File: config.mk
export PLATFORM = sky130hd
export DESIGN_NAME = csr_decode
export DESIGN_NICKNAME = d
export VERILOG_FILES = /design/src/source/csr_pkg.sv /design/src/source/csr_decode.sv
export SDC_FILE = /design/constraint.sdc
export NUM_CORES = 1
export LEC_CHECK = 0
export BUFFER_PORTS_ARGS = -buffer_cell sky130_fd_sc_hd__clkbuf_2
export CAP_MARGIN = 5
export CELL_PAD_IN_SITES_DETAIL_PLACEMENT = 0
export CELL_PAD_IN_SITES_GLOBAL_PLACEMENT = 1
export CORE_UTILIZATION = 34
export DETAILED_ROUTE_END_ITERATION = 7
export PLACE_DENSITY_LB_ADDON = 0.08
export SETUP_SLACK_MARGIN = 0.15
export SLEW_MARGIN = 30
export SYNTH_ARGS = -nofsm -noshare
export SYNTH_HDL_FRONTEND = slang
export SYNTH_SLANG_ARGS = --single-unit
File: constraint.sdc
create_clock -name CLK -period 12.3 [get_ports CLK]
set_clock_uncertainty 0.05 [all_clocks]
set_input_delay 0.615 -clock CLK [delete_from_list [all_inputs] [get_ports CLK]]
set_output_delay 0.615 -clock CLK [all_outputs]
set_load 0.03 [all_outputs]
File: src/source/csr_pkg.sv
//////////////////////////////////////////////////////////////////////
// Shared types for the CSR path of the RV64 core
// Register indices are architectural (5 bits) since there is no
// renaming. Only four machine CSRs are implemented.
//////////////////////////////////////////////////////////////////////
`default_nettype none

package csr_pkg;

	localparam int xlen = 64;

	typedef logic [4:0] reg_idx_t;
	typedef logic [11:0] csr_addr_t;

	// Implemented machine CSRs
	localparam csr_addr_t csr_mscratch = 12'h340;
	localparam csr_addr_t csr_mepc = 12'h341;
	localparam csr_addr_t csr_mcause = 12'h342;
	localparam csr_addr_t csr_mtval = 12'h343;

	typedef enum logic [1:0] {
		op_rw = 2'd0,
		op_rs = 2'd1,
		op_rc = 2'd2
	} csr_op_t;

	// Queued CSR instruction, rs1 holds zimm for immediate forms
	typedef struct packed {
		csr_op_t op;
		logic imm_form;
		logic [xlen-1:0] pc;
		csr_addr_t addr;
		reg_idx_t rd;
		reg_idx_t rs1;
	} issue_info_t;

	// Issue to execute
	typedef struct packed {
		csr_op_t op;
		reg_idx_t rd;
		logic [xlen-1:0] operand;
		csr_addr_t addr;
	} exe_param_t;

	// Register writeback
	typedef struct packed {
		reg_idx_t rd;
		logic [xlen-1:0] data;
	} wb_t;

endpackage

`default_nettype wire

File: src/source/csr_decode.sv
//////////////////////////////////////////////////////////////////////
// CSR decode. Picks Zicsr instructions out of the instruction strobe
// and pushes them into the issue queue one cycle later.
// The queue has no back-pressure. Pushes beyond FIFO_DEPTH are
// caught by an assertion on a local occupancy count.
//////////////////////////////////////////////////////////////////////
`default_nettype none

module csr_decode import csr_pkg::*; #(
	parameter int FIFO_DEPTH = 4
) (
	input  logic CLK,
	input  logic rst_n,
	input  logic flush,
	input  logic instr_valid,
	input  logic [31:0] instr,
	input  logic [xlen-1:0] instr_pc,
	input  logic pop,
	output logic push,
	output issue_info_t entry
);

	localparam logic [6:0] opc_system = 7'b1110011;
	localparam int CW = $clog2(FIFO_DEPTH) + 1;

	logic is_csr;
	csr_op_t dec_op;
	logic [CW-1:0] q_count;

	// funct3[1:0] selects the operation, funct3[2] the immediate form
	always_comb begin
		is_csr = (instr[6:0] == opc_system);
		dec_op = op_rw;
		case (instr[13:12])
			2'd1: dec_op = op_rw;
			2'd2: dec_op = op_rs;
			2'd3: dec_op = op_rc;
			default: is_csr = 1'b0;
		endcase
	end

	always_ff @(posedge CLK) begin
		if (!rst_n) begin
			push <= 1'b0;
		end else begin
			push <= instr_valid && is_csr;
		end
	end

	always_ff @(posedge CLK) begin
		if (instr_valid && is_csr) begin
			entry.op <= dec_op;
			entry.imm_form <= instr[14];
			entry.pc <= instr_pc;
			entry.addr <= instr[31:20];
			entry.rd <= instr[11:7];
			entry.rs1 <= instr[19:15];
		end
	end

	// Mirror of the queue occupancy
	always_ff @(posedge CLK) begin
		if (!rst_n || flush) begin
			q_count <= '0;
		end else begin
			q_count <= q_count + {{(CW-1){1'b0}}, push} - {{(CW-1){1'b0}}, pop};
		end
	end

	assert property (@(posedge CLK) disable iff (!rst_n || flush)
		push |-> (q_count < FIFO_DEPTH) || pop)
		else $error("CSR issue queue overflow");

endmodule

`default_nettype wire

### Word-level counts from Yosys, hierarchy flattened

Cells that the tools add are included.

* add/sub/neg operators: 0
* $mul: 0
* divide/modulo/power cells: 0
* order comparisons: 0
* equality and inequality tests: 4
* shift-type cells: 0
* multiplexer cells: 2
* bitwise logic cells: 0
* reductions and logical operators: 2

Operator list (count)
* == test 7 bit, second input constant: 1
* == test 2 bit, second input constant: 2
* case mux 2 bit (2 select lines): 1
* OR reduction 3 bit: 1
* == test 2 x 1 -> 1 bit, second input constant: 1
* logical AND 1 bit: 1
* two-way mux 1 bit: 1

* register bits after elaboration: 90
* bits in latches: 0
* bits in writable memories: 0
* bits in read-only memories: 0
* input bits: 101
* output and inout bits: 90
* logic and storage cells: 15
* memories kept: 0

### Logic depth before layout (Yosys ltp)

* depth after elaboration: 4
* gate-level depth with buffers: 2
* gate-level depth less buffers: 2

### Worst setup path after synthesis

No wires, ideal clock.

* path type: input-to-reg
* start point: input port instr[2]
* end point: register entry[0] in the netlist's numbering (enable)
* setup time: 0.646 ns
* arrival time: 6.868 ns
* data required time: 11.604 ns
* path slack: 4.737 ns
* stages on the path: 2
* path buffers: 0
* path through: nand4bb_1 -> nor3_1

* longest elaborated chain between the ends: 3

RTL lines
* start, declared: RTL line csr_decode.sv:16 `input logic [31:0] instr,`
* == test 7 bit: RTL line csr_decode.sv:32 `is_csr = (instr[6:0] == opc_system);`
* two-way mux 1 bit: RTL line csr_decode.sv:34 `case (instr[13:12])`
* logical AND 1 bit: RTL line csr_decode.sv:51 `if (instr_valid && is_csr) begin`
* end, declared: RTL line csr_decode.sv:20 `output issue_info_t entry`

Every way passes these cells.
A chain may end at the register's enable or synchronous reset.

### Worst setup path after layout

* start point: input port instr[2]
* end point: register entry[72] in the netlist's numbering (enable)

Same word-level chain as after synthesis.

==> flow_summary_export.csv <==
group,metric,value,unit
critical_path,required,12.23,ns
detailed_routing,drt-vias-per-instance,4.18,
logic_synthesis,synth_area,0.00275,sq mm
timing,layout_min_cycle_time,1.69,ns
critical_path,crit_chain,"clkbuf_2, nand4bb_1, nor3_2, buf_4",
floorplan,die-area,0.00844,sq mm
clock_network,htreeDepth,3,
detailed_routing,dr.pass1.iters,4,
run_status,status,"finished, final reports clean",
clock_network,cts_hold_buf,0,
detailed_routing,routedWlPerCell,13.7,microns
power,finalPower,0.529,mW
detailed_routing,via_count,1697,
grt,grt_max_degree,48,
timing,slew_viol_final,0,
flow_run,drv_cap,0,
detailed_routing,drt_iter0_drc,45,
clock_network,post_cts_resized,0,
critical_path,cp_slowest_cell,"buf_4",
power,p_int,0.423,mW
detailed_routing,antenna_left,0,
timing,slew-limit-headroom,60.5,%
timing,hold_ws,0.391,ns
logic_synthesis,synthArstFlopShare,0,%
critical_path,path_buf_inv,2,
power,clockPowerShare,32.7,%
final_layout,fin_nets,400,
grt,busiest_layer,"met2",
detailed_routing,drt_wl_total,5570,microns
timing,period_share,13.8,%
final_layout,area_growth,45.8,%
critical_path,critPathLaunchType,"primary input",
floorplan,dieWidth,91.9,microns
timing,max_freq,591,MHz
floorplan,fp.dieH,91.9,microns
clock_network,cts_num_sinks,90,
floorplan,rows,32,
power,seq_power_share,63.8,%
grt,grt_use_met2,21.5,%
grt,grt_first_pass_wirelength,7920,microns
logic_synthesis,synthFlopType,"edfxtp_1",
floorplan,initial_core_util,35.4,%
place,io_buffers,188,
logic_synthesis,synth.avg_cell_area,28.0,sq um
power,switching_power,0.106,mW
power,power_density,132,mW/mm^2
clock_network,clk_pin_slew,0.09,ns
logic_synthesis,synth.distinct_cells,10,
critical_path,worstSetupStartpoint,"instr[2]",
grt,grtUsageMet1,13.7,%
clock_network,post_cts_buffers,0,
critical_path,slowest_delay,0.53,ns
final_layout,layout-drive-gt1-share,67.8,%
place,pre_cts_ws,10.23,ns
logic_synthesis,synth-edff-count,89,
logic_synthesis,syn_nets,199,
floorplan,core_area,0.00777,sq mm
grt,antenna_found_initial,0,
timing,finalSetupViolations,0,
clock_network,clockBufferDepth,2,
critical_path,cp-end-kind,"flip-flop",
timing,rsz0062_at_grt,"no",
timing,max_slew.worst_pin.slew,0.592,ns
grt,grt_pass1_vias,1583,
clock_network,root_buffer,"clkbuf_8",
place,post_dp_cell_area,0.00384,sq mm
power,switching_share,20.0,%
logic_synthesis,synth_warnings,0,
final_layout,antenna_cells,0,
detailed_routing,drc,0,
logic_synthesis,synthCells,98,
grt,grt_use_total,12.8,%
logic_synthesis,yosys-top-cells-area,"edfxtp_1 97%, dfxtp_1 0.73%, nor4_2 0.46%",
place,hpwl,4200,microns
final_layout,design_area,0.00401,sq mm
hold_path,hp-start,"instr[29]",
critical_path,arrival,1.62,ns
critical_path,cp_max_fo,47,
power,comb_power_share,3.5,%
logic_synthesis,yosys.area.top_type,"edfxtp_1",
timing,hold_viol,0,
logic_synthesis,synth_most_common_cell,"edfxtp_1",
logic_synthesis,yosysSeqAreaShare,98.0,%
place,globalplace.congestion,0.683,
logic_synthesis,ys_seq_elements,90,
power,p_leak,1.69,nW
power,ir_drop,0.0613,mV
grt,met3_usage,5.14,%
clock_network,cts_inserted_buffers,9,
hold_path,hp-class,"in2reg",
grt,grt_overflow,0,
floorplan,io_pins,191,
logic_synthesis,netlist.area_leader.share,97.3,%
final_layout,fillers,720,
timing,fin_ws,10.61,ns
clock_network,tritoncts,"built",
timing,setup-tns-final,0,ns
critical_path,critical_path.top_delay_family,"buffers and inverters",
critical_path,crit_type,"in2reg",
[worst paths after layout]
check	end	slack (ns)	cells past startpoint
setup / recovery	entry[72]$_DFFE_PP_	10.61	4
hold / removal	entry[19]$_DFFE_PP_	0.39	1
[per-layer routing]
metal	vias to the layer above	routed length (microns)
met1	779	2020
met3	10	691
met5	-	0
met4	0	99
met2	110	2760
li1	798	-
[area by class of cell]
type	instances	area, sq um	area share [%]
flip-flops and latches	90	2690	67.2
repair buffers	190	956	23.9
clock buffers	10	128	3.19
well taps	102	128	3.19
multi-input cells	7	56.3	1.41
clock inverters	6	41.3	1.03
inverters	1	3.75	0.0937
[sequential cells by signal, summed over array words and instances (netlist names)]
register / cells
push: 1
entry: 89
[logic make-up after synthesis]
logic type / after synthesis / synth area share (%)
buffers and inverters: 1 / 0.136
DFF: 90 / 98.0
and+or+nand+nor: 7 / 1.87
[layout by cell type (no fill, tap or decap), types with 2 or more instances in the layout]
| cell type | n |
|---|---|
| clkbuf_2 | 188 |
| edfxtp_1 | 89 |
| clkbuf_8 | 9 |
| inv_6 | 2 |
| clkinvlp_4 | 2 |
| buf_4 | 2 |
[per-stage QoR]
step	instances	util (%)
6_report	406	51.6
5_1_grt	406	51.6
4_1_cts	406	51.6
3_5_place_dp	390	49.4
3_3_place_gp	390	49.4
2_1_floorplan	98	-
[power groups by stage]
stage                     clock, mW  combinational [mW]  sequential (mW)
after floorplan                   0            0.000934            0.347
after CTS                     0.181              0.0188            0.337
after global placement            0              0.0178            0.345
after global routing          0.190              0.0202            0.338
final                         0.173              0.0184            0.337
after detailed placement          0              0.0187            0.345
No activity file was read; power rests on OpenSTA's default activity.
