==> src/source/csr_pkg.sv <==
//////////////////////////////////////////////////////////////////////
// Shared types for the CSR path of the RV64 core
// Register indices are architectural (5 bits) since there is no
// renaming. Only four machine CSRs are implemented.
//////////////////////////////////////////////////////////////////////
`default_nettype none

package csr_pkg;

	localparam int xlen = 64;

	typedef logic [4:0] reg_idx_t;
	typedef logic [11:0] csr_addr_t;

	// Implemented machine CSRs
	localparam csr_addr_t csr_mscratch = 12'h340;
	localparam csr_addr_t csr_mepc = 12'h341;
	localparam csr_addr_t csr_mcause = 12'h342;
	localparam csr_addr_t csr_mtval = 12'h343;

	typedef enum logic [1:0] {
		op_rw = 2'd0,
		op_rs = 2'd1,
		op_rc = 2'd2
	} csr_op_t;

	// Queued CSR instruction, rs1 holds zimm for immediate forms
	typedef struct packed {
		csr_op_t op;
		logic imm_form;
		logic [xlen-1:0] pc;
		csr_addr_t addr;
		reg_idx_t rd;
		reg_idx_t rs1;
	} issue_info_t;

	// Issue to execute
	typedef struct packed {
		csr_op_t op;
		reg_idx_t rd;
		logic [xlen-1:0] operand;
		csr_addr_t addr;
	} exe_param_t;

	// Register writeback
	typedef struct packed {
		reg_idx_t rd;
		logic [xlen-1:0] data;
	} wb_t;

endpackage

`default_nettype wire

==> src/source/csr_execute.sv <==
//////////////////////////////////////////////////////////////////////
// Machine CSR file with read-modify-write
// Holds mscratch, mepc, mcause and mtval. Other addresses read zero
// and drop writes. No privilege checks and no side effects.
// The old CSR value is the result, reported only when rd is not x0.
//////////////////////////////////////////////////////////////////////
`default_nettype none

module csr_execute import csr_pkg::*; (
	input  logic CLK,
	input  logic rst_n,
	input  logic exe_valid,
	input  exe_param_t exe_param,
	output logic res_valid,
	output wb_t res
);

	logic [xlen-1:0] mscratch;
	logic [xlen-1:0] mepc;
	logic [xlen-1:0] mcause;
	logic [xlen-1:0] mtval;

	logic [xlen-1:0] csr_old;
	logic [xlen-1:0] csr_new;
	logic csr_we;

	always_comb begin
		case (exe_param.addr)
			csr_mscratch: csr_old = mscratch;
			csr_mepc: csr_old = mepc;
			csr_mcause: csr_old = mcause;
			csr_mtval: csr_old = mtval;
			default: csr_old = '0;
		endcase
	end

	always_comb begin
		case (exe_param.op)
			op_rw: csr_new = exe_param.operand;
			op_rs: csr_new = csr_old | exe_param.operand;
			op_rc: csr_new = csr_old & ~exe_param.operand;
			default: csr_new = csr_old;
		endcase
	end

	// Set and clear with a zero operand leave the CSR alone
	assign csr_we = exe_valid && ((exe_param.op == op_rw) || (exe_param.operand != '0));

	always_ff @(posedge CLK) begin
		if (!rst_n) begin
			mscratch <= '0;
			mepc <= '0;
			mcause <= '0;
			mtval <= '0;
		end else if (csr_we) begin
			case (exe_param.addr)
				csr_mscratch: mscratch <= csr_new;
				csr_mepc: mepc <= csr_new;
				csr_mcause: mcause <= csr_new;
				csr_mtval: mtval <= csr_new;
				default: ;
			endcase
		end
	end

	always_ff @(posedge CLK) begin
		if (!rst_n) begin
			res_valid <= 1'b0;
		end else begin
			res_valid <= exe_valid && (exe_param.rd != '0);
		end
	end

	always_ff @(posedge CLK) begin
		if (exe_valid) begin
			res.rd <= exe_param.rd;
			res.data <= csr_old;
		end
	end

	assert property (@(posedge CLK) disable iff (!rst_n)
		exe_valid |-> exe_param.op inside {op_rw, op_rs, op_rc})
		else $error("illegal CSR operation code");

endmodule

`default_nettype wire

==> config.mk <==
export PLATFORM = sky130hd
export DESIGN_NAME = csr_execute
export DESIGN_NICKNAME = d
export VERILOG_FILES = /design/src/source/csr_pkg.sv /design/src/source/csr_execute.sv
export SDC_FILE = /design/constraint.sdc
export NUM_CORES = 1
export LEC_CHECK = 0
export ABC_AREA = 1
export BUFFER_PORTS_ARGS = -buffer_cell sky130_fd_sc_hd__buf_2
export CORE_ASPECT_RATIO = 0.9
export CORE_MARGIN = 2
export CORE_UTILIZATION = 30
export DETAILED_ROUTE_END_ITERATION = 6
export PLACE_DENSITY = 0.46
export REMOVE_ABC_BUFFERS = 1
export SLEW_MARGIN = 5
export SYNTH_ARGS = -nofsm -noshare
export SYNTH_HDL_FRONTEND = slang
export SYNTH_SLANG_ARGS = --single-unit
==> constraint.sdc <==
create_clock -name CLK -period 3.4 [get_ports CLK]
set_input_delay 0.51 -clock CLK [delete_from_list [all_inputs] [get_ports CLK]]
set_output_delay 0.51 -clock CLK [all_outputs]
set_load 0.05 [all_outputs]
# Yosys cells after proc, flatten, opt, wreduce, memory -nomap -nowiden
# Index checks and enable logic that the tools add are counted.
classes:
  n_eq_ne: 6
  mux: 2
  n_bitwise: 3
  reduce_logical: 10
ops:
  columns: ["operator", "n"]
  rows:
  - ["one-hot mux 64 bit (4 select lines)", 1]
  - ["one-hot mux 64 bit (3 select lines)", 1]
  - ["bitwise AND 64 bit", 1]
  - ["inverter 64 bit", 1]
  - ["OR 64 bit", 1]
  - ["nonzero test 64 bit", 1]
  - ["== test 12 x 10 -> 1 bit (second input constant)", 4]
  - ["AND reduction 2 bit", 4]
  - ["nonzero test 5 bit", 1]
  - ["== test 2 x 1 -> 1 bit (second input constant)", 1]
  - ["== test 2 bit (second input constant)", 1]
  - ["logical AND 1 bit", 2]
  - ["logical NOT 2 bit", 1]
  - ["logical OR 1 bit", 1]
totals:
  regBits: 326
  output_inout_bits: 70
  word_cells: 28

# Logic depth before layout (Yosys ltp)
logic_depth:
  depth_word: 4
  mapped_depth: 12
  mapped_depth_nobuf: 10

# Least setup slack after synthesis
# No wires, ideal clock.
synth_path:
  kind: "input port to flip-flop"
  from: "input exe_param[25] (netlist bit)"
  to: "register mcause[57]"
  arrival_ns: 1.619
  t_required_ns: 3.288
  slack_ns: 1.669
  path_stages: 11
  n_path_buf: 2
  path_cell_list: "or2_1 -> nor2_1 -> nand2_1 -> nor2_1 -> nand3_2 -> nand3_2 -> buf_6 -> buf_6 -> nand2_1 -> nand2_1 -> nor2_1"
synth_between:
  elab_chain_len: 4
synth_lines:
  columns: ["element", "line", "text"]
  rows:
  - ["start: declaration", "csr_execute.sv:13", "input exe_param_t exe_param,"]
  - ["nonzero test 64 bit", "csr_execute.sv:47", "assign csr_we = exe_valid && ((exe_param.op == op_rw) || (exe_param.operand != '0));"]
  - ["logical OR 1 bit", "csr_execute.sv:47", null]
  - ["logical AND 1 bit", "csr_execute.sv:47", null]
  - ["AND reduction 2 bit (no source line)", null, null]
  - ["end signal: assignment", "csr_execute.sv:59", "csr_mcause: mcause <= csr_new;"]
  - ["end: declaration", "csr_execute.sv:20", "logic [xlen-1:0] mcause;"]
# Every way passes these cells.
# A chain may end at the register's enable or synchronous reset.

# Worst setup path after layout
layout_path:
  from: "input exe_param[57] (netlist bit)"
  to: "register mtval[35]"
layout_between:
  elab_chain_len: 4
layout_lines:
  columns: ["element", "line", "text"]
  rows:
  - ["nonzero test 64 bit", "csr_execute.sv:47", null]
  - ["logical OR 1 bit", "csr_execute.sv:47", null]
  - ["logical AND 1 bit", "csr_execute.sv:47", null]
  - ["AND reduction 2 bit (no source line)", null, null]
  - ["end signal: assignment", "csr_execute.sv:60", "csr_mtval: mtval <= csr_new;"]
  - ["end: declaration", "csr_execute.sv:21", "logic [xlen-1:0] mtval;"]
# Every way passes these cells.

==> impl_metrics.ini <==
[status]
run_status = finished clean

[critical_path]
worst_setup_path_end_kind = flip-flop
cp-start-kind = primary input
worstRegToRegCells = 6
arrival_ns = 2.60
worstSetupPathType = in -> reg
worst_ep_required_time_ns = 3.84
timing.critical_path.fanout_max = 40

[pwr]
share_comb_of_total_power = 0.061
clock_power_share = 0.490
power.net_switching_w = 0.00216
final_power_w = 0.00888
share_seq_of_total_power = 0.449
cellPowerDensity_nw_per_um2 = 459
sw_frac_of_total = 0.244
vdd_drop_max_mv = 0.295
leakage_power_of_the_design_nw = 9.96
internal_power_w = 0.00672

[synthesis]
yosysWarnings = 0
synth.yosys.seq_area_share = 0.428
synthDominantAreaCellType = dfxtp_1
synthCells = 2564
post_synth_main_area_contributors = dfxtp_1 31%, nand2_1 18%, nor2_1 12%, edfxtp_1 12%, nand3_1 7.6%
syn_area_per_cell_um2 = 6.57
yosys.area.top_type_share = 0.305
post_synth_num_cell_types = 22
synth_area_um2 = 16800
flops_latches_synth = 326

[finish]
layout-drive-gt1-share = 0.0977
final-seq-area_um2 = 7220
layout.cells.most_common_list = 789 x nand2_1, 556 x nor2_1, 261 x inv_1
flow.area_growth_from_synthesis_pct = 14.9
multiInputGateArea_um2 = 7550
fillCellCount = 5959
mostFrequentLayoutCell = nand2_1
num-nets-final = 2724

[sta]
worst-slew-pin-transition_ns = 0.798
clock.fmax_ghz = 0.463
hold_violations = 0
setup_repair_after_global_routing_missed_its_margin = no
hold_worst_slack_ns = 0.154
finalMaxSlewViolations = 0
final.setup.tns_ns = 0
setup_viol = 0
layout_worst_path_cycle_share = 0.635
finalCriticalPeriod_ns = 2.16
minimum_setup_slack_in_the_final_design_ns = 1.24
timing.slew.headroom = 0.468
clock-skew-final_ns = 0.0232

[floorplanning]
io_pins = 156
initial_utilization = 0.303
die_area_um2 = 58100
fp.dieW_um = 254
coreArea_um2 = 55600
fp.dieH_um = 229
fp-row-count = 82

[clock_tree]
clkTransAtPathRegs_ns = 0.06
cts_setup_buffers = 0
htree_num_levels = 2
clock_sinks = 326
clock_tree_from_tritoncts = done
clock_path_buffers = 3
cts-resized-gates = 0
clock_tree.root_cell = clkbuf_16
numCtsBuffers = 41
clkLatencyLatePin_ns = 0.56
cts_hold_buf = 0

[place]
dp_hpwl_um = 31500
worst_setup_slack_before_clock_tree_synthesis_ns = 0.607
gp_congestion = 0.749
place.port_buffers = 155

[routing]
routed_wl_um = 51900
drt_drc_violations_left = 0
overall_via_count_from_detail_route = 15581
drt_iter0_drc = 876
drtAntennaViolNets = 0
firstDrtPassIters = 5
vias_per_cell = 4.55
avgRoutedWirePerCell_um = 15.1

[global_routing]
grt_pass1_vias = 14304
grt_pass1_wl_um = 80700
grtUsageMet1 = 0.243
gr-usage-met3 = 0.0318
global_route.usage.met2 = 0.283
initial_antenna_violation_count = 5
grt_usage = 0.177
largest_net_degree_at_the_start_of_global_routing = 153
grt_overflow = 0
grt-busiest-layer = met2

[min_path]
holdCritPathClass = in -> reg
timing.hold.worst_path_depth = 1

[flow_run]
max_cap_violations = 0
==> cell families after synthesis <==
logic type             count (synthesis)  synth area share
DFF                                  326             0.428
AOI/OAI and AO/OA                    129            0.0386
buffers and inverters                428             0.127
and+or+nand+nor                     1681             0.406
==> registers in the layout, summed over array words and instances, names as in the netlist <==
register,flops
res,69
mcause,64
mtval,64
res_valid,1
mepc,64
mscratch,64
==> final timing paths <==
check        slack (ns)            to          start
max                1.24     mtval[35]  exe_param[57]
min reg2reg        0.51  mscratch[49]   mscratch[49]
min                0.15       res[68]  exe_param[80]
max reg2reg        2.34     mtval[28]      mtval[28]
==> cell usage after synthesis <==
cell,instances
buf_6,50
nand3_2,5
nor2_1,560
buf_1,24
o311ai_0,1
nand3_1,256
nor2_4,1
buf_4,26
o21ai_1,64
inv_1,262
nand2_1,789
or2_1,2
edfxtp_1,69
or3_1,1
buf_2,35
clkbuf_1,25
clkinv_1,4
buf_8,1
o21ai_0,64
nand4_1,67
dfxtp_1,257
inv_2,1
==> power groups by stage <==
stage | logic [W] | clock network (W) | registers, W
floorplan | 0.000132 | 0 | 0.00419
detailed placement | 0.000549 | 0 | 0.00407
CTS | 0.000551 | 0.00450 | 0.00399
finish | 0.000543 | 0.00435 | 0.00399
global route | 0.000587 | 0.00464 | 0.00399
global placement | 0.000550 | 0 | 0.00407
==> per-stage QoR <==
| stage | util | cell area, um2 | instances |
|---|---|---|---|
| final | 0.348 | 19400 | 3428 |
| after global routing | 0.348 | 19400 | 3427 |
| after CTS | 0.348 | 19400 | 3427 |
| after detailed placement | 0.324 | 18000 | 3351 |
| after global placement | 0.324 | 18000 | 3351 |
| after floorplan | - | 15700 | 2403 |
==> routing by layer <==
layer | vias up | share of wire
met3 | 72 | 0.053
met1 | 7055 | 0.48
met2 | 348 | 0.45
met4 | 8 | 0.020
met5 | - | 0.00096
li1 | 8098 | -
==> worst max-delay path, cell delays in order <==
cell,delay [ns]
buf_2,0.12
or2_1,0.22
nor2_1,0.34
nand2_1,0.09
nor2_1,0.18
nand3_2,0.24
nand3_4,0.39
buf_12,0.27
nand2_1,0.08
nand2_1,0.06
nor2_1,0.06
==> layout make-up <==
class                      count  area share
tap                          756      0.0489
inverter                     267      0.0519
timing repair buffer         192      0.0673
multi-input combinational   1810       0.390
clock buffer                  70      0.0660
antenna                        1    0.000129
sequential                   326       0.373
clock inverter                 6     0.00291
Note: power is estimated with default switching activity, not from simulation.
