File: config.mk
export PLATFORM = sky130hd
export DESIGN_NAME = csr_issue_fifo
export DESIGN_NICKNAME = d
export VERILOG_FILES = /design/src/source/csr_issue_fifo.sv
export SDC_FILE = /design/constraint.sdc
export NUM_CORES = 1
export LEC_CHECK = 0
export BUFFER_PORTS_ARGS = -buffer_cell sky130_fd_sc_hd__clkbuf_2
export CORE_MARGIN = 2
export CORE_UTILIZATION = 50
export DETAILED_ROUTE_END_ITERATION = 8
export PLACE_DENSITY = 0.72
export SYNTH_ARGS = -nofsm -noshare
export SYNTH_HDL_FRONTEND = slang
export SYNTH_SLANG_ARGS = --single-unit
File: constraint.sdc
create_clock -name CLK -period 1.6 [get_ports CLK]
set_clock_uncertainty 0.2 [all_clocks]
set_input_delay 0.16 -clock CLK [delete_from_list [all_inputs] [get_ports CLK]]
set_output_delay 0.16 -clock CLK [all_outputs]
set_load 0.1 [all_outputs]
File: src/source/csr_issue_fifo.sv
//////////////////////////////////////////////////////////////////////
// In-order issue queue with flush
// FIFO_DEPTH must be a power of two and at least 2. There is no full
// output, the producer keeps its own count.
// Flush wins over a push in the same cycle.
//////////////////////////////////////////////////////////////////////
`default_nettype none

module csr_issue_fifo #(
	parameter type entry_t = logic [7:0],
	parameter int FIFO_DEPTH = 4
) (
	input  logic CLK,
	input  logic rst_n,
	input  logic flush,
	input  logic push,
	input  entry_t push_entry,
	input  logic pop,
	output entry_t head,
	output logic empty
);

	localparam int AW = $clog2(FIFO_DEPTH);

	entry_t mem [FIFO_DEPTH];

	// Extra top bit separates full from empty
	logic [AW:0] wptr;
	logic [AW:0] rptr;

	assign empty = (wptr == rptr);
	assign head = mem[rptr[AW-1:0]];

	always_ff @(posedge CLK) begin
		if (!rst_n || flush) begin
			wptr <= '0;
			rptr <= '0;
		end else begin
			if (push) begin
				wptr <= wptr + 1'b1;
			end
			if (pop) begin
				rptr <= rptr + 1'b1;
			end
		end
	end

	always_ff @(posedge CLK) begin
		if (push && !flush) begin
			mem[wptr[AW-1:0]] <= push_entry;
		end
	end

	assert property (@(posedge CLK) disable iff (!rst_n) pop |-> !empty)
		else $error("pop from an empty CSR issue queue");

endmodule

`default_nettype wire

* Word level (Yosys, flattened, before mapping) *
Memories as Yosys holds them, arrays and structs flattened. A register that Yosys moved wholly into a read port is not among the register bits.
Index checks and enable logic that the tools add are counted.

storage, ports and cells
  register bits after elaboration = 6
  bits in writable memories = 32
  bits of input ports = 13
  output and inout bits = 9
  logic and storage cells = 14
  memories = 1

memory list
  name  depth  bits a word  read ports  clocked after memory_dff  wr ports  line  RTL
  mem   4      8            1           1                         1         25    entry_t mem [FIFO_DEPTH];

cells by class
  $add $sub $neg = 2
  equal/unequal tests = 1
  multiplexer cells = 4
  reductions and logical operators = 4

operators by type and width
  kind                   count
  $add A3 B1 Y3 const B  2
  $mux W2                2
  $eq A3 B3 Y1           1
  $logic_not A1 Y1       2
  $mux W1                2
  $logic_and A1 B1 Y1    1
  $logic_or A1 B1 Y1     1

* Depth between registers and ports, before layout *
Gate-level depths: netlist of the first run.

  depth in word-level cells = 4
  depth in mapped cells = 4
  gate-level depth less buffers = 4

* Least setup slack after synthesis of the first run *
No wires, ideal clock.

  kind = reg-to-output
  start = reg wptr[0]
  end = out empty
  arrival = 2567 ps
  setup slack = -1327 ps
  stages on the path, launching flop included = 3
  cells stage by stage = dfxtp_1 > xor2_1 > nor3_1

between the ends
  word-level cells in the longest chain between the ends = 1

RTL lines
  what                    line  RTL
  from (decl)             28    logic [AW:0] wptr;
  from (signal assigned)  40    wptr <= wptr + 1'b1;
  $eq A3 B3 Y1            31    assign empty = (wptr == rptr);
  to (decl)               20    output logic empty

No other way between the ends.

==> results.py, run 1 <==
metrics = {
    "logic_synthesis": {
        "seq_area_frac_synth_pct": 71.7,
        "synth_top_area_share_pct": 61.4,
        "avgSynthCellArea_um2": 18.6,
        "syn_nets": 102,
        "syn_area_mm2": 0.00156,
        "synthArstFlopShare_pct": 0,
        "synth_area_leader_cell": "edfxtp_1",
        "synthCells": 84,
        "ys_ff_latch": 40,
        "synth_area_leaders": "edfxtp_1, mux4_2, dfxtp_1",
        "synthFlopType": "edfxtp_1",
        "synth_edf_count": 32,
        "yosys_warnings": 0,
        "synth_cell_type_count": 19,
    },
    "cts": {
        "numClockSinks": 40,
        "cts_buffers": 5,
        "cts-root-buf": "clkbuf_4",
        "clkTransAtPathRegs_ns": 0.11,
        "clock_latency_ns": 0.34,
        "cts_tree": "yes",
        "cts_max_level": 2,
        "cts_buffer_depth": 2,
    },
    "sta": {
        "setup_viol": 9,
        "finalHoldViolCount": 0,
        "timing.final.crit_share_pct": 120,
        "slew_headroom_pct": 81.7,
        "fin_crit_ns": 1.92,
        "worst_slack_ns": -0.317,
        "slew_violations": 0,
        "max_freq_mhz": 522,
        "rsz0062_at_grt": "yes",
        "tightest_slew_ns": 0.274,
    },
    "floorplanning": {
        "dieArea_mm2": 0.00359,
        "initial_core_util_pct": 52.1,
        "num_rows": 20,
        "die_w_um": 59.9,
        "core_area_mm2": 0.00300,
        "die_h_um": 59.9,
        "num_io_pins": 22,
    },
    "detailed_routing": {
        "first_pass_iters": 4,
        "ant_nets": 0,
        "wl_mm": 2.60,
        "drt_iter0_markers": 21,
        "drc": 0,
        "wl_per_cell_um": 16.1,
        "vias": 825,
        "viasPerCell": 5.12,
    },
    "grt": {
        "grt_pass1_vias": 844,
        "grt_pass1_wl_mm": 4.03,
        "antenna_found_initial": 0,
        "overflow": 0,
        "grt_max_degree": 13,
        "track_usage_pct": 17.0,
    },
    "critical_path": {
        "endpoint_kind": "primary output",
        "critPathMaxFanout": 8,
        "rr_endpoint": "mem[0][5]$_DFFE_PP_",
        "arrival_ns": 1.56,
        "critical_path_required_ns": 1.24,
        "cp_num_buf_inv": 2,
        "cpMostUsedCell": "buf_12",
        "crit_type": "reg -> out",
        "cp_slowest_cell": "mux4_2",
        "critical-path-top-delay-family": "multiplexers",
        "reg2reg_setup_slack_ns": 0.09,
        "cpPeakStageDelay_ns": 0.54,
        "worstPathCellList": "buf_12 -> mux4_2 -> buf_12",
        "cp-start-kind": "register",
        "rr_worst_depth": 5,
        "r2r_start": "wptr[0]$_SDFFE_PP0P_",
    },
    "power": {
        "internal-power_mw": 1.61,
        "pwr-share-seq_pct": 53.9,
        "p_sw_share_pct": 24.5,
        "leakagePower_nw": 0.799,
        "p_per_area_mw_per_mm2": 987,
        "max-vdd-ir-drop_mv": 0.554,
        "comb_power_share_pct": 16.2,
        "clockPowerShare_pct": 30.0,
        "switchingPower_mw": 0.522,
    },
    "cells_and_area": {
        "design_area_mm2": 0.00216,
        "area_growth_pct": 38.2,
        "layout_commonest_cell": "edfxtp_1",
        "final_net_count": 145,
        "n_fill_cell": 202,
        "mostFrequentLayoutCells": "edfxtp_1, buf_12, clkbuf_2",
        "drive_above_1_share_pct": 45.3,
        "antenna_cells": 0,
    },
    "placement": {
        "post-place-ws_ns": 0.0178,
        "gp_congestion": 0.697,
        "port_buffers": 21,
        "place_hpwl_mm": 1.74,
        "placed_area_mm2": 0.00196,
    },
    "hold_path": {
        "whs_endpoint": "wptr[2]$_SDFFE_PP0P_",
        "hold_depth": 3,
        "worst_hold_path_type": "in -> reg",
        "hold_start": "rst_n",
    },
    "status": {
        "violations": "setup timing",
        "status": "complete, but fails checks",
    },
    "run": {
        "drv_cap": 0,
    },
}
## tightest hold or removal path, cell delays in order
cell and delay, ns:
clkbuf_2 0.08, nand2b_1 0.21, a21oi_1 0.06
## flip-flops by register name, summed over array words and instances, names as in the netlist, named ones only
name / flops
mem: 32
rptr: 3
wptr: 3
## cells in the mapped netlist (2+ instances only)
master     n
clkbuf_2   2
a21bo_2    2
xnor2_1    2
mux4_2     8
xor2_1     3
mux2i_1    2
a21oi_1    2
and2_1     3
nor2_1     6
edfxtp_1  32
nand3b_1   2
inv_1      2
ha_1       5
dfxtp_1    8
## layout make-up
class / instances / area, µm² / share of cell area, %
clock buffers: 6 / 41.3 / 1.91
inverters: 2 / 7.51 / 0.347
flip-flops and latches: 40 / 1130 / 52.4
well taps: 33 / 41.3 / 1.91
multi-input cells: 39 / 450 / 20.8
clock inverters: 2 / 35.0 / 1.62
repair buffers: 39 / 454 / 21.0
## how the worst max path moves through the flow
stage,cells past startpoint,slack (ns),endpoint
2_1_floorplan,2,-0.05,empty
3_3_place_gp,3,0.03,head[4]
3_5_place_dp,3,0.02,head[3]
4_1_cts,3,-0.35,head[5]
5_1_grt,3,-0.38,head[5]
6_report,3,-0.32,head[5]
## per-stage QoR
stage / cells / hold WS [ns] / util [%] / total power [mW] / setup TNS, ns
2_1_floorplan: 84 / 0.0589 / - / 1.37 / -0.0522
3_3_place_gp: 143 / 0.173 / 65.1 / 1.49 / 0
6_report: 161 / 0.00903 / 72.0 / 2.13 / -2.50
5_1_grt: 161 / 0.0329 / 72.0 / 2.21 / -3.10
3_5_place_dp: 143 / 0.182 / 65.1 / 1.50 / 0
4_1_cts: 161 / 0.00871 / 71.7 / 2.15 / -2.77
## cell families (layout without fill, tap and decap cells)
kind of cell    after synthesis  count (layout)  share of synthesized area, %
buf+inv                       5              49                          1.84
compound gates                4               4                          1.92
simple gates                 15              15                          4.96
fa+ha+maj                     5               5                          4.00
xor+xnor                      5               5                          2.80
mux                          10              10                          12.8
flops                        40              40                          71.7
## metal layers
metal  vias to the layer above  GRT usage (%)  part of all wire (%)
met1                       399           18.6                    38
met4                         0           10.5                   1.5
met3                         4           4.76                   4.4
li1                        401              -                     -
met5                         -              0                     0
met2                        21           28.9                    56
## power groups by stage
stage / clock network, mW / logic (mW) / registers [mW]
after global routing: 0.700 / 0.361 / 1.15
after detailed placement: 0 / 0.326 / 1.17
after global placement: 0 / 0.320 / 1.17
after floorplan: 0 / 0.196 / 1.17
final: 0.639 / 0.345 / 1.15
after CTS: 0.655 / 0.348 / 1.15
## what timing repair did
item                                    CTS  global route
buffers inserted                          1             0
pin swaps                                 2             1
hold endpoints to repair                 40             0
gates resized for setup                   7             3
hold buffers                             10             0
endpoints found under the setup margin    9            13
(Power assumes the default switching activity.)
==> run 2, diff against run 1 <==
- BUFFER_PORTS_ARGS: -buffer_cell sky130_fd_sc_hd__clkbuf_2 -> not set
- CORE_UTILIZATION: 50 -> 54
- DONT_BUFFER_PORTS: not set -> 1
- PLACE_DENSITY: 0.72 -> 0.7
==> results.py, run 2 (synthesized netlist as in run 1, its figures left out) <==
metrics = {
    "detailed_routing": {
        "wl_per_cell_um": 16.8,
        "first_pass_iters": 4,
        "wl_mm": 2.59,
        "vias": 831,
        "ant_nets": 0,
        "drt_iter0_markers": 17,
        "drc": 0,
        "viasPerCell": 5.40,
    },
    "cts": {
        "cts_buffers": 5,
        "cts_tree": "yes",
        "cts_buffer_depth": 2,
        "numClockSinks": 40,
        "clock_latency_ns": 0.33,
        "cts_max_level": 2,
        "cts-root-buf": "clkbuf_4",
        "clkTransAtPathRegs_ns": 0.12,
    },
    "sta": {
        "setup_viol": 9,
        "finalHoldViolCount": 0,
        "max_freq_mhz": 525,
        "rsz0062_at_grt": "yes",
        "timing.final.crit_share_pct": 119,
        "slew_violations": 0,
        "worst_slack_ns": -0.304,
        "fin_crit_ns": 1.90,
        "tightest_slew_ns": 0.236,
        "slew_headroom_pct": 84.2,
    },
    "grt": {
        "track_usage_pct": 17.9,
        "grt_max_degree": 14,
        "grt_pass1_wl_mm": 4.20,
        "overflow": 0,
        "antenna_found_initial": 0,
        "grt_pass1_vias": 918,
    },
    "hold_path": {
        "worst_hold_path_type": "in -> reg",
    },
    "floorplanning": {
        "num_io_pins": 22,
        "dieArea_mm2": 0.00334,
        "num_rows": 19,
        "die_w_um": 57.8,
        "die_h_um": 57.8,
        "initial_core_util_pct": 56.7,
        "core_area_mm2": 0.00276,
    },
    "power": {
        "max-vdd-ir-drop_mv": 1.10,
        "p_per_area_mw_per_mm2": 981,
        "finalPower_mw": 2.14,
        "leakagePower_nw": 0.798,
    },
    "cells_and_area": {
        "final_cells": 154,
        "area_growth_pct": 39.3,
        "drive_above_1_share_pct": 38.2,
        "largest_reg_flops": 32,
        "mostFrequentLayoutCells": "edfxtp_1, dlygate4sd3_1, buf_12",
        "layout_commonest_cell": "edfxtp_1",
        "final_net_count": 140,
        "antenna_cells": 0,
        "n_fill_cell": 151,
    },
    "critical_path": {
        "cp-start-kind": "register",
        "critical_path_required_ns": 1.24,
        "arrival_ns": 1.54,
        "endpoint_kind": "primary output",
        "critPathMaxFanout": 8,
        "crit_type": "reg -> out",
    },
    "status": {
        "violations": "setup timing",
        "status": "complete, but fails checks",
    },
    "run": {
        "drv_cap": 0,
    },
    "placement": {
        "place_hpwl_mm": 1.66,
        "gp_congestion": 0.661,
        "port_buffers": 0,
        "dp.cells": 128,
    },
}
-- run 2: critical path: stages, from the launching register on --
cell,delay (ns)
dfxtp_2,0.36
buf_12,0.13
mux4_2,0.54
buf_12,0.19
-- run 2: power by group --
group          leakage [nW]  total, mW  internal, mW  switching (mW)
logic                 0.398      0.350         0.150           0.200
registers             0.359       1.15          1.14         0.00910
clock network        0.0412      0.640         0.326           0.314
-- run 2: worst paths after layout --
kind	startpoint	end	slack, ns	depth (start not counted)
worst max-delay path	register	head[5]	-0.30	3
worst min-delay path	push	mem[3][0]$_DFFE_PP_	0.04	3
worst max register to register	rptr[0]$_SDFFE_PP0P_	rptr[0]$_SDFFE_PP0P_	0.06	4
worst min register to register	wptr[2]$_SDFFE_PP0P_	wptr[2]$_SDFFE_PP0P_	0.37	2
-- run 2: cell type report --
class	instances	area, µm²	area share (%)
inverter	2	7.51	0.345
clock buffer	5	37.5	1.72
sequential	40	1130	52.1
multi-input combinational	39	455	20.9
clock inverter	3	42.5	1.95
timing repair buffer	34	462	21.2
tap	31	38.8	1.78
-- run 2: timing repair --
action / in CTS / in global routing
pin swaps: 1 / 3
hold buffers: 15 / 0
buffers inserted: 2 / 1
endpoints found under the hold margin: 48 / 0
setup endpoints to repair: 9 / 14
gates resized for setup: 5 / 6
-- run 2: per-stage QoR --
step / worst slack, ns / hold slack [ns] / setup TNS (ns) / util (%) / area, µm²
after CTS: -0.335 / 0.0132 / -2.66 / 77.8 / 2140
after detailed placement: 0.0294 / 0.0590 / 0 / 68.4 / 1890
final: -0.304 / 0.0374 / -2.43 / 79.0 / 2180
after global routing: -0.367 / 0.0158 / -2.96 / 79.0 / 2180
after global placement: 0.0376 / 0.0590 / 0 / 68.4 / 1890
after floorplan: -0.0522 / 0.0589 / -0.0522 / - / 1590
-- run 2: metal layers --
layer	track usage (%)	up-vias	part of all wire, %
li1	-	392	-
met1	20.0	413	42
met2	32.0	20	52
met3	4.24	6	3.6
met4	8.97	0	2.4
met5	0	-	0
